$ cat src/design/gat_cfg_pkg.sv
// Fixed sizes only (8 nodes, 4 in, 4 hidden, 3 final); changing them also changes the memory map
package gat_cfg_pkg;

  // ==============================
  // Graph and layer dimensions
  // ==============================
  localparam int TOTAL_NODES       = 8;
  localparam int NUM_FEATURE_IN    = 4;
  localparam int NUM_FEATURE_OUT   = 4;
  localparam int NUM_FEATURE_FINAL = 3;

  // Signed operands, weights and results
  localparam int DATA_WIDTH        = 8;
  localparam int NEW_FEATURE_WIDTH = 32;

  // ==============================
  // Memory map
  // ==============================
  // H is node-major, h[n][i] at n*NUM_FEATURE_IN + i
  localparam int H_DEPTH = TOTAL_NODES * NUM_FEATURE_IN;

  // Layer-1 weights first, layer-2 weights right behind them
  localparam int WGT_BASE_CONV2 = NUM_FEATURE_IN * NUM_FEATURE_OUT;
  localparam int WGT_DEPTH      = WGT_BASE_CONV2 + NUM_FEATURE_OUT * NUM_FEATURE_FINAL;

  // out1 region, then out2 region
  localparam int FEAT_BASE_CONV2 = TOTAL_NODES * NUM_FEATURE_OUT;
  localparam int FEAT_DEPTH      = FEAT_BASE_CONV2 + TOTAL_NODES * NUM_FEATURE_FINAL;

  // Address widths
  localparam int H_ADDR_W    = $clog2(H_DEPTH);
  localparam int WGT_ADDR_W  = $clog2(WGT_DEPTH);
  localparam int FEAT_ADDR_W = $clog2(FEAT_DEPTH);

endpackage

$ cat src/design/gat_mem_pkg.sv
// Port bundles for the shared RAMs; an engine operand address spans the whole feature map
package gat_mem_pkg;

  // ==============================
  // Host write ports
  // ==============================
  typedef struct packed {
    logic                                  en;
    logic [gat_cfg_pkg::H_ADDR_W-1:0]      addr;
    logic [gat_cfg_pkg::DATA_WIDTH-1:0]    data;
  } h_wr_t;

  typedef struct packed {
    logic                                  en;
    logic [gat_cfg_pkg::WGT_ADDR_W-1:0]    addr;
    logic [gat_cfg_pkg::DATA_WIDTH-1:0]    data;
  } wgt_wr_t;

  // ==============================
  // Engine ports
  // ==============================
  // Result write into the feature RAM
  typedef struct packed {
    logic                                       en;
    logic [gat_cfg_pkg::FEAT_ADDR_W-1:0]        addr;
    logic [gat_cfg_pkg::NEW_FEATURE_WIDTH-1:0]  data;
  } feat_wr_t;

  // Operand fetch, H for layer 1 or features for layer 2
  typedef struct packed {
    logic                                  en;
    logic [gat_cfg_pkg::FEAT_ADDR_W-1:0]   addr;
  } opnd_rd_t;

  // Weight fetch
  typedef struct packed {
    logic                                  en;
    logic [gat_cfg_pkg::WGT_ADDR_W-1:0]    addr;
  } wgt_rd_t;

endpackage

$ cat src/design/gat_bram.sv
// Read data appears one cycle after rd_addr; a same-address write and read returns the old word
`timescale 1ns/1ns

module gat_bram #(
  parameter int DEPTH = 32,
  parameter int WIDTH = 8
) (
  input  logic                      clk,
  input  logic                      wr_en,
  input  logic [$clog2(DEPTH)-1:0]  wr_addr,
  input  logic [WIDTH-1:0]          wr_data,
  input  logic [$clog2(DEPTH)-1:0]  rd_addr,
  output logic [WIDTH-1:0]          rd_data
);

  logic [WIDTH-1:0] mem [DEPTH];

  // Write port
  always_ff @(posedge clk) begin
    if (wr_en) begin
      mem[wr_addr] <= wr_data;
    end
  end

  // Registered read port
  always_ff @(posedge clk) begin
    rd_data <= mem[rd_addr];
  end

endmodule

$ cat src/design/gat_layer_engine.sv
// Needs one-cycle read latency on both operand ports; source and destination regions must not overlap
`timescale 1ns/1ns

module gat_layer_engine #(
  parameter int NUM_IN   = 4,
  parameter int NUM_OUT  = 4,
  parameter int WGT_BASE = 0,
  parameter int SRC_BASE = 0,
  parameter int DST_BASE = 0
) (
  input  logic                                clk,
  input  logic                                reset,
  input  logic                                start,
  output gat_mem_pkg::opnd_rd_t               opnd_rd,
  output gat_mem_pkg::wgt_rd_t                wgt_rd,
  input  logic [gat_cfg_pkg::DATA_WIDTH-1:0]  opnd_data,
  input  logic [gat_cfg_pkg::DATA_WIDTH-1:0]  wgt_data,
  output gat_mem_pkg::feat_wr_t               feat_wr,
  output logic                                busy,
  output logic                                done
);

  typedef enum logic [1:0] {
    S_IDLE,
    S_READ,
    S_WAIT,
    S_WRITE
  } state_t;

  state_t state;

  logic [$clog2(gat_cfg_pkg::TOTAL_NODES+1)-1:0] n_cnt;
  logic [$clog2(NUM_OUT+1)-1:0]                  j_cnt;
  logic [$clog2(NUM_IN+1)-1:0]                   i_cnt;
  logic                                          last_pair;

  // Full-width address sums, sliced down to the port widths
  logic [31:0] opnd_addr_full;
  logic [31:0] wgt_addr_full;
  logic [31:0] dst_addr_full;

  // Read pipeline tags, aligned with the returning data
  logic rd_valid;
  logic rd_first;

  logic signed [2*gat_cfg_pkg::DATA_WIDTH-1:0]  product;
  logic signed [gat_cfg_pkg::NEW_FEATURE_WIDTH-1:0] product_ext;
  logic signed [gat_cfg_pkg::NEW_FEATURE_WIDTH-1:0] acc;

  // ==============================
  // Address generation
  // ==============================
  assign opnd_addr_full = SRC_BASE + n_cnt * NUM_IN + i_cnt;
  assign wgt_addr_full  = WGT_BASE + i_cnt * NUM_OUT + j_cnt;
  assign dst_addr_full  = DST_BASE + n_cnt * NUM_OUT + j_cnt;

  assign opnd_rd.en   = (state == S_READ);
  assign opnd_rd.addr = opnd_addr_full[gat_cfg_pkg::FEAT_ADDR_W-1:0];
  assign wgt_rd.en    = (state == S_READ);
  assign wgt_rd.addr  = wgt_addr_full[gat_cfg_pkg::WGT_ADDR_W-1:0];

  // Result goes out in the cycle after the last product lands
  assign feat_wr.en   = (state == S_WRITE);
  assign feat_wr.addr = dst_addr_full[gat_cfg_pkg::FEAT_ADDR_W-1:0];
  assign feat_wr.data = acc;

  assign last_pair = (n_cnt == gat_cfg_pkg::TOTAL_NODES - 1) && (j_cnt == NUM_OUT - 1);

  // ==============================
  // Sequencer
  // ==============================
  always_ff @(posedge clk) begin
    if (reset) begin
      state    <= S_IDLE;
      n_cnt    <= '0;
      j_cnt    <= '0;
      i_cnt    <= '0;
      busy     <= 1'b0;
      done     <= 1'b0;
      rd_valid <= 1'b0;
      rd_first <= 1'b0;
    end else begin
      done     <= 1'b0;
      rd_valid <= (state == S_READ);
      rd_first <= (state == S_READ) && (i_cnt == '0);
      case (state)
        S_IDLE: begin
          if (start) begin
            busy  <= 1'b1;
            n_cnt <= '0;
            j_cnt <= '0;
            i_cnt <= '0;
            state <= S_READ;
          end
        end
        S_READ: begin
          if (i_cnt == NUM_IN - 1) begin
            i_cnt <= '0;
            state <= S_WAIT;
          end else begin
            i_cnt <= i_cnt + 1'b1;
          end
        end
        // Last product still in the RAM output register
        S_WAIT: begin
          state <= S_WRITE;
        end
        S_WRITE: begin
          if (last_pair) begin
            busy  <= 1'b0;
            done  <= 1'b1;
            state <= S_IDLE;
          end else begin
            state <= S_READ;
            if (j_cnt == NUM_OUT - 1) begin
              j_cnt <= '0;
              n_cnt <= n_cnt + 1'b1;
            end else begin
              j_cnt <= j_cnt + 1'b1;
            end
          end
        end
        default: begin
          state <= S_IDLE;
        end
      endcase
    end
  end

  // ==============================
  // Multiply-accumulate
  // ==============================
  assign product     = $signed(opnd_data) * $signed(wgt_data);
  assign product_ext = {{(gat_cfg_pkg::NEW_FEATURE_WIDTH-2*gat_cfg_pkg::DATA_WIDTH)
                         {product[2*gat_cfg_pkg::DATA_WIDTH-1]}}, product};

  // First product of a pair restarts the sum
  always_ff @(posedge clk) begin
    if (rd_valid) begin
      if (rd_first) begin
        acc <= product_ext;
      end else begin
        acc <= acc + product_ext;
      end
    end
  end

endmodule

$ cat src/design/gat_top.sv
// Host writes H and weights only while gat_ready is high or before the first start
`timescale 1ns/1ns

module gat_top (
  input  logic                                       clk,
  input  logic                                       reset,
  input  logic                                       gat_layer,
  input  logic                                       gat_start,
  output logic                                       gat_ready,
  input  gat_mem_pkg::h_wr_t                         h_wr,
  input  gat_mem_pkg::wgt_wr_t                       wgt_wr,
  input  logic [gat_cfg_pkg::FEAT_ADDR_W-1:0]        feat_bram_addrb,
  output logic [gat_cfg_pkg::NEW_FEATURE_WIDTH-1:0]  feat_bram_dout
);

  // Memory side
  logic [gat_cfg_pkg::H_ADDR_W-1:0]          h_rd_addr;
  logic [gat_cfg_pkg::DATA_WIDTH-1:0]        h_rd_data;
  logic [gat_cfg_pkg::WGT_ADDR_W-1:0]        wgt_rd_addr;
  logic [gat_cfg_pkg::DATA_WIDTH-1:0]        wgt_rd_data;
  gat_mem_pkg::feat_wr_t                     feat_wr;
  logic [gat_cfg_pkg::FEAT_ADDR_W-1:0]       feat_rd_addr;
  logic [gat_cfg_pkg::NEW_FEATURE_WIDTH-1:0] feat_rd_data;

  // Engine side
  gat_mem_pkg::opnd_rd_t               opnd_rd1;
  gat_mem_pkg::opnd_rd_t               opnd_rd2;
  gat_mem_pkg::wgt_rd_t                wgt_rd1;
  gat_mem_pkg::wgt_rd_t                wgt_rd2;
  gat_mem_pkg::feat_wr_t               feat_wr1;
  gat_mem_pkg::feat_wr_t               feat_wr2;
  logic [gat_cfg_pkg::DATA_WIDTH-1:0]  opnd_data;
  logic [gat_cfg_pkg::DATA_WIDTH-1:0]  wgt_data;
  logic                                busy1;
  logic                                busy2;
  logic                                done1;
  logic                                done2;
  logic                                start1;
  logic                                start2;

  assign start1 = gat_start & ~gat_layer;
  assign start2 = gat_start & gat_layer;

  // Only the started engine can pulse done
  always_ff @(posedge clk) begin
    if (reset) begin
      gat_ready <= 1'b0;
    end else if (gat_start) begin
      gat_ready <= 1'b0;
    end else if (done1 | done2) begin
      gat_ready <= 1'b1;
    end
  end

  assign feat_bram_dout = feat_rd_data;

  // ==============================
  // Memories
  // ==============================
  gat_bram #(
    .DEPTH (gat_cfg_pkg::H_DEPTH),
    .WIDTH (gat_cfg_pkg::DATA_WIDTH)
  ) u_h_bram (
    .clk     (clk),
    .wr_en   (h_wr.en),
    .wr_addr (h_wr.addr),
    .wr_data (h_wr.data),
    .rd_addr (h_rd_addr),
    .rd_data (h_rd_data)
  );

  gat_bram #(
    .DEPTH (gat_cfg_pkg::WGT_DEPTH),
    .WIDTH (gat_cfg_pkg::DATA_WIDTH)
  ) u_wgt_bram (
    .clk     (clk),
    .wr_en   (wgt_wr.en),
    .wr_addr (wgt_wr.addr),
    .wr_data (wgt_wr.data),
    .rd_addr (wgt_rd_addr),
    .rd_data (wgt_rd_data)
  );

  gat_bram #(
    .DEPTH (gat_cfg_pkg::FEAT_DEPTH),
    .WIDTH (gat_cfg_pkg::NEW_FEATURE_WIDTH)
  ) u_feat_bram (
    .clk     (clk),
    .wr_en   (feat_wr.en),
    .wr_addr (feat_wr.addr),
    .wr_data (feat_wr.data),
    .rd_addr (feat_rd_addr),
    .rd_data (feat_rd_data)
  );

  // ==============================
  // Arbiter
  // ==============================
  memory_arbiter u_memory_arbiter (
    .clk             (clk),
    .reset           (reset),
    .gat_start       (gat_start),
    .gat_layer       (gat_layer),
    .busy1           (busy1),
    .busy2           (busy2),
    .opnd_rd1        (opnd_rd1),
    .opnd_rd2        (opnd_rd2),
    .wgt_rd1         (wgt_rd1),
    .wgt_rd2         (wgt_rd2),
    .feat_wr1        (feat_wr1),
    .feat_wr2        (feat_wr2),
    .feat_bram_addrb (feat_bram_addrb),
    .h_rd_addr       (h_rd_addr),
    .h_rd_data       (h_rd_data),
    .wgt_rd_addr     (wgt_rd_addr),
    .wgt_rd_data     (wgt_rd_data),
    .feat_wr         (feat_wr),
    .feat_rd_addr    (feat_rd_addr),
    .feat_rd_data    (feat_rd_data),
    .opnd_data       (opnd_data),
    .wgt_data        (wgt_data)
  );

  // ==============================
  // Layer engines
  // ==============================
  gat_layer_engine #(
    .NUM_IN   (gat_cfg_pkg::NUM_FEATURE_IN),
    .NUM_OUT  (gat_cfg_pkg::NUM_FEATURE_OUT),
    .WGT_BASE (0),
    .SRC_BASE (0),
    .DST_BASE (0)
  ) u_gat_conv1 (
    .clk       (clk),
    .reset     (reset),
    .start     (start1),
    .opnd_rd   (opnd_rd1),
    .wgt_rd    (wgt_rd1),
    .opnd_data (opnd_data),
    .wgt_data  (wgt_data),
    .feat_wr   (feat_wr1),
    .busy      (busy1),
    .done      (done1)
  );

  // Reads the out1 region, writes the out2 region
  gat_layer_engine #(
    .NUM_IN   (gat_cfg_pkg::NUM_FEATURE_OUT),
    .NUM_OUT  (gat_cfg_pkg::NUM_FEATURE_FINAL),
    .WGT_BASE (gat_cfg_pkg::WGT_BASE_CONV2),
    .SRC_BASE (0),
    .DST_BASE (gat_cfg_pkg::FEAT_BASE_CONV2)
  ) u_gat_conv2 (
    .clk       (clk),
    .reset     (reset),
    .start     (start2),
    .opnd_rd   (opnd_rd2),
    .wgt_rd    (wgt_rd2),
    .opnd_data (opnd_data),
    .wgt_data  (wgt_data),
    .feat_wr   (feat_wr2),
    .busy      (busy2),
    .done      (done2)
  );

endmodule

$ cat src/design/memory_arbiter.sv
// Layer is latched at gat_start; a second start during a run is not guarded against
`timescale 1ns/1ns

module memory_arbiter (
  input  logic                                       clk,
  input  logic                                       reset,
  input  logic                                       gat_start,
  input  logic                                       gat_layer,
  input  logic                                       busy1,
  input  logic                                       busy2,
  input  gat_mem_pkg::opnd_rd_t                      opnd_rd1,
  input  gat_mem_pkg::opnd_rd_t                      opnd_rd2,
  input  gat_mem_pkg::wgt_rd_t                       wgt_rd1,
  input  gat_mem_pkg::wgt_rd_t                       wgt_rd2,
  input  gat_mem_pkg::feat_wr_t                      feat_wr1,
  input  gat_mem_pkg::feat_wr_t                      feat_wr2,
  input  logic [gat_cfg_pkg::FEAT_ADDR_W-1:0]        feat_bram_addrb,
  output logic [gat_cfg_pkg::H_ADDR_W-1:0]           h_rd_addr,
  input  logic [gat_cfg_pkg::DATA_WIDTH-1:0]         h_rd_data,
  output logic [gat_cfg_pkg::WGT_ADDR_W-1:0]         wgt_rd_addr,
  input  logic [gat_cfg_pkg::DATA_WIDTH-1:0]         wgt_rd_data,
  output gat_mem_pkg::feat_wr_t                      feat_wr,
  output logic [gat_cfg_pkg::FEAT_ADDR_W-1:0]        feat_rd_addr,
  input  logic [gat_cfg_pkg::NEW_FEATURE_WIDTH-1:0]  feat_rd_data,
  output logic [gat_cfg_pkg::DATA_WIDTH-1:0]         opnd_data,
  output logic [gat_cfg_pkg::DATA_WIDTH-1:0]         wgt_data
);

  logic                   layer_q;
  logic                   engine_busy;
  gat_mem_pkg::opnd_rd_t  opnd_sel;
  gat_mem_pkg::wgt_rd_t   wgt_sel;

  // Bits above the operand sign; all equal when the value fits in DATA_WIDTH
  logic [gat_cfg_pkg::NEW_FEATURE_WIDTH-gat_cfg_pkg::DATA_WIDTH:0] feat_hi;
  logic [gat_cfg_pkg::DATA_WIDTH-1:0]                            feat_sat;

  // ==============================
  // Layer select
  // ==============================
  always_ff @(posedge clk) begin
    if (reset) begin
      layer_q <= 1'b0;
    end else if (gat_start) begin
      layer_q <= gat_layer;
    end
  end

  assign engine_busy = busy1 | busy2;

  // ==============================
  // Request routing
  // ==============================
  assign opnd_sel = layer_q ? opnd_rd2 : opnd_rd1;
  assign wgt_sel  = layer_q ? wgt_rd2  : wgt_rd1;
  assign feat_wr  = layer_q ? feat_wr2 : feat_wr1;

  // Idle read ports park at address zero
  assign h_rd_addr   = opnd_sel.en ? opnd_sel.addr[gat_cfg_pkg::H_ADDR_W-1:0] : '0;
  assign wgt_rd_addr = wgt_sel.en ? wgt_sel.addr : '0;

  // Port B goes back to the host once both engines are idle
  assign feat_rd_addr = engine_busy ? opnd_sel.addr : feat_bram_addrb;

  // ==============================
  // Read data return
  // ==============================
  assign feat_hi = feat_rd_data[gat_cfg_pkg::NEW_FEATURE_WIDTH-1:gat_cfg_pkg::DATA_WIDTH-1];

  always_comb begin
    if ((feat_hi == '0) || (feat_hi == '1)) begin
      feat_sat = feat_rd_data[gat_cfg_pkg::DATA_WIDTH-1:0];
    end else if (feat_rd_data[gat_cfg_pkg::NEW_FEATURE_WIDTH-1]) begin
      feat_sat = {1'b1, {(gat_cfg_pkg::DATA_WIDTH-1){1'b0}}};
    end else begin
      feat_sat = {1'b0, {(gat_cfg_pkg::DATA_WIDTH-1){1'b1}}};
    end
  end

  assign opnd_data = layer_q ? feat_sat : h_rd_data;
  assign wgt_data  = wgt_rd_data;

endmodule

$ cat config.mk
export PLATFORM = sky130hd
export DESIGN_NAME = gat_top
export DESIGN_NICKNAME = d
export VERILOG_FILES = /design/src/design/gat_cfg_pkg.sv /design/src/design/gat_mem_pkg.sv /design/src/design/gat_bram.sv /design/src/design/gat_layer_engine.sv /design/src/design/gat_top.sv /design/src/design/memory_arbiter.sv
export SDC_FILE = /design/constraint.sdc
export NUM_CORES = 2
export LEC_CHECK = 0
export BUFFER_PORTS_ARGS = -buffer_cell sky130_fd_sc_hd__buf_2
export CORE_UTILIZATION = 45
export CTS_CLUSTER_DIAMETER = 40
export DETAILED_ROUTE_END_ITERATION = 6
export PLACE_DENSITY = 0.72
export SETUP_SLACK_MARGIN = 0.02
export SYNTH_ARGS = -nofsm -noshare
export SYNTH_HDL_FRONTEND = slang
export SYNTH_SLANG_ARGS = --single-unit
export TNS_END_PERCENT = 50
$ cat constraint.sdc
create_clock -name clk -period 23.5 [get_ports clk]
set_input_delay 1.175 -clock clk [delete_from_list [all_inputs] [get_ports clk]]
set_output_delay 1.175 -clock clk [all_outputs]
set_load 0.05 [all_outputs]
==> flow_summary.yaml <==
outcome:
  outcome: "finished, final reports clean"
die:
  core_area_mm2: 0.221
  num_rows: 172
  start_util_pct: 45.4
  pin_count: 71
  die_h_um: 474
  die_area_mm2: 0.225
  die-width_um: 474
timing:
  finClkSkew_ps: 63.7
  relSlewSlack_pct: 12.0
  tightest_slew_ps: 1310
  min_period_ps: 10110
  drv_slew: 0
  fmax_mhz: 98.9
  hold_viol: 0
  grt_setup_unrepaired: "no"
  tns_ps: 0
  fin_crit_sh_pct: 43.0
  setup_violations: 0
placed_design:
  hpwlAfterDp_um: 130000
  gp_congestion: 0.832
  placed_area_mm2: 0.104
  port_buffers: 70
drt:
  wl_per_cell_um: 26.7
  firstDrtPassIters: 6
  drc: 0
  drt-total-wl_um: 242000
  antenna_left: 0
  drtIter0Drc: 5743
  num_vias: 54200
  routed_via_density: 5.98
clocking:
  cts_tree: "yes"
  htree_levels: 5
  clock-sinks: 2417
  cts_buffers: 331
  holdBufCountCts: 0
  insertion_delay_ps: 950
  clk_pin_slew_worst_paths_ps: 60
  cts-root-buf: "clkbuf_16"
  cts_buffer_depth: 4
  cts_resized: 0
  postCtsSetupBuffers: 0
global_route:
  antenna_found_initial: 15
  grt_first_pass_wirelength_um: 358000
  grt_pass1_vias: 55100
  grt_max_degree: 158
  grt_usage_pct: 21.5
  grt-ovfl-total: 0
synthesis:
  synth_commonest_cells: "2336 x edfxtp_1, 484 x mux4_2, 397 x nand2_1"
  synth_cells: 5640
  synth_edf_count: 2336
  synth_nets: 5865
  synth.top_cells.by_area: "edfxtp_1 70%, mux4_2 11%, mux2i_1 1.8%, dfxtp_1 1.6%, ha_1 1.6%"
  ys_ff_latch: 2417
  yosysTopAreaCell: "edfxtp_1"
  synthArstFlopShare_pct: 0
  synth-seq-area-share_pct: 71.6
  ys.flop_type: "edfxtp_1"
  post-synth-top-count-cell: "edfxtp_1"
  yosysWarnings: 0
  syn_area_mm2: 0.100
  ys_types: 72
  synth_top_area_share_pct: 70.0
  avgSynthCellArea_um2: 17.8
min_path:
  min_path_type: "input pin to flop"
  hold_path_depth: 2
setup_path:
  critical_path_arrival_ps: 10760
  rr_worst_depth: 34
  critical_path_class: "flop to flop"
  crit_fanout: 37
  crit_slowest_cell: "or2_2"
  path_common_cell: "inv_1"
  critPathMaxStageDelay_ps: 760
  end_kind: "flop"
  critical_path_required_ps: 24140
  start_kind: "flop"
finish:
  fin_area_mm2: 0.116
  fin_nets: 6074
  drive_above_1_share_pct: 22.2
  syn2layout_area_growth_pct: 15.3
  final_util_pct: 52.4
flow_run:
  drv_cap: 0
==> metal layers <==
metal	vias to the layer above	GRT usage, %	wire length, um
li1	23000	-	-
met1	28200	28.5	93900
met2	2619	35.2	119000
met3	438	4.50	21500
met4	12	7.43	7720
met5	-	0	83
==> critical path: cells and delay by family (launching register included) <==
kind,cells,cell delay [ps]
adders and majority gates,6,2830
DFF,1,680
and+or+nand+nor,8,2030
muxes,2,450
xor gates and xnor gates,1,80
AOI/OAI and AO/OA,11,3120
buffers and inverters,6,590
==> cell type report <==
| type | count | area [um^2] |
|---|---|---|
| Fill cell | 16900 | 105000 |
| Sequential cell | 2417 | 71800 |
| Multi-Input combinational cell | 2797 | 27300 |
| Clock buffer | 369 | 8580 |
| Tap cell | 2958 | 3700 |
| Clock inverter | 216 | 2540 |
| Timing Repair Buffer | 172 | 1180 |
| Inverter | 130 | 488 |
| Antenna cell | 5 | 12.5 |
==> metrics by stage <==
step / instances / worst slack (ps) / hold WS (ps)
after floorplan: 5640 / 14410 / 462
after global placement: 8474 / 13660 / 482
after detailed placement: 8474 / 13540 / 489
after CTS: 9059 / 13440 / 423
after global routing: 9061 / 12630 / 443
final: 9064 / 13390 / 478
==> worst paths after layout <==
check	startpoint	endpoint	slack [ps]
min reg2reg	u_gat_conv1.i_cnt[1]$_SDFFE_PP0P_	u_gat_conv1.i_cnt[1]$_SDFFE_PP0P_	510
max reg2reg	u_feat_bram.rd_data[31]$_DFF_P_	u_gat_conv1.acc[31]$_DFFE_PP_	13390
max	u_feat_bram.rd_data[31]$_DFF_P_	u_gat_conv1.acc[31]$_DFFE_PP_	13390
min	gat_start	gat_ready$_SDFFE_PP0P_	480
==> layout by cell type (no fill, tap or decap), types with 41 or more instances in the layout <==
cell type     n
edfxtp_1   2336
and3_1       41
a21oi_1     228
mux2i_1     173
inv_6        45
nand2_1     397
nand3_1      92
buf_4        97
bufinv_16    41
mux2_2       81
ha_1        126
clkbuf_16   337
o21ai_0     148
xnor2_1      47
mux4_2      484
dfxtp_1      80
nor2_1      143
a211oi_1    129
nor2_4       58
fa_1         61
inv_1       130
nor2b_1     144
buf_2        70
==> flip-flops by register name (all words and copies together), names as in the netlist, 2 cells and up <==
| signal | count |
|---|---|
| u_wgt_bram.rd_data | 8 |
| u_gat_conv1.state | 2 |
| u_h_bram.rd_data | 8 |
| u_wgt_bram.mem | 224 |
| u_feat_bram.rd_data | 32 |
| u_gat_conv2.i_cnt | 3 |
| u_gat_conv1.i_cnt | 3 |
| u_gat_conv2.j_cnt | 2 |
| u_gat_conv1.n_cnt | 4 |
| u_h_bram.mem | 256 |
| u_gat_conv2.state | 2 |
| u_feat_bram.mem | 1792 |
| u_gat_conv1.j_cnt | 3 |
| u_gat_conv2.acc | 32 |
| u_gat_conv1.acc | 32 |
| u_gat_conv2.n_cnt | 4 |
==> cell families after synthesis <==
| group | count (synthesis) | share of synthesized area [%] |
|---|---|---|
| buf+inv | 426 | 1.69 |
| flops | 2417 | 71.6 |
| compound gates | 757 | 4.80 |
| fa+ha+maj | 187 | 2.79 |
| simple gates | 1039 | 4.94 |
| xor+xnor | 73 | 0.638 |
| mux | 741 | 13.5 |
Power is left out: the tool's default activity adds up to more than one toggle a clock period on the data nets, which glitch-free logic cannot reach.
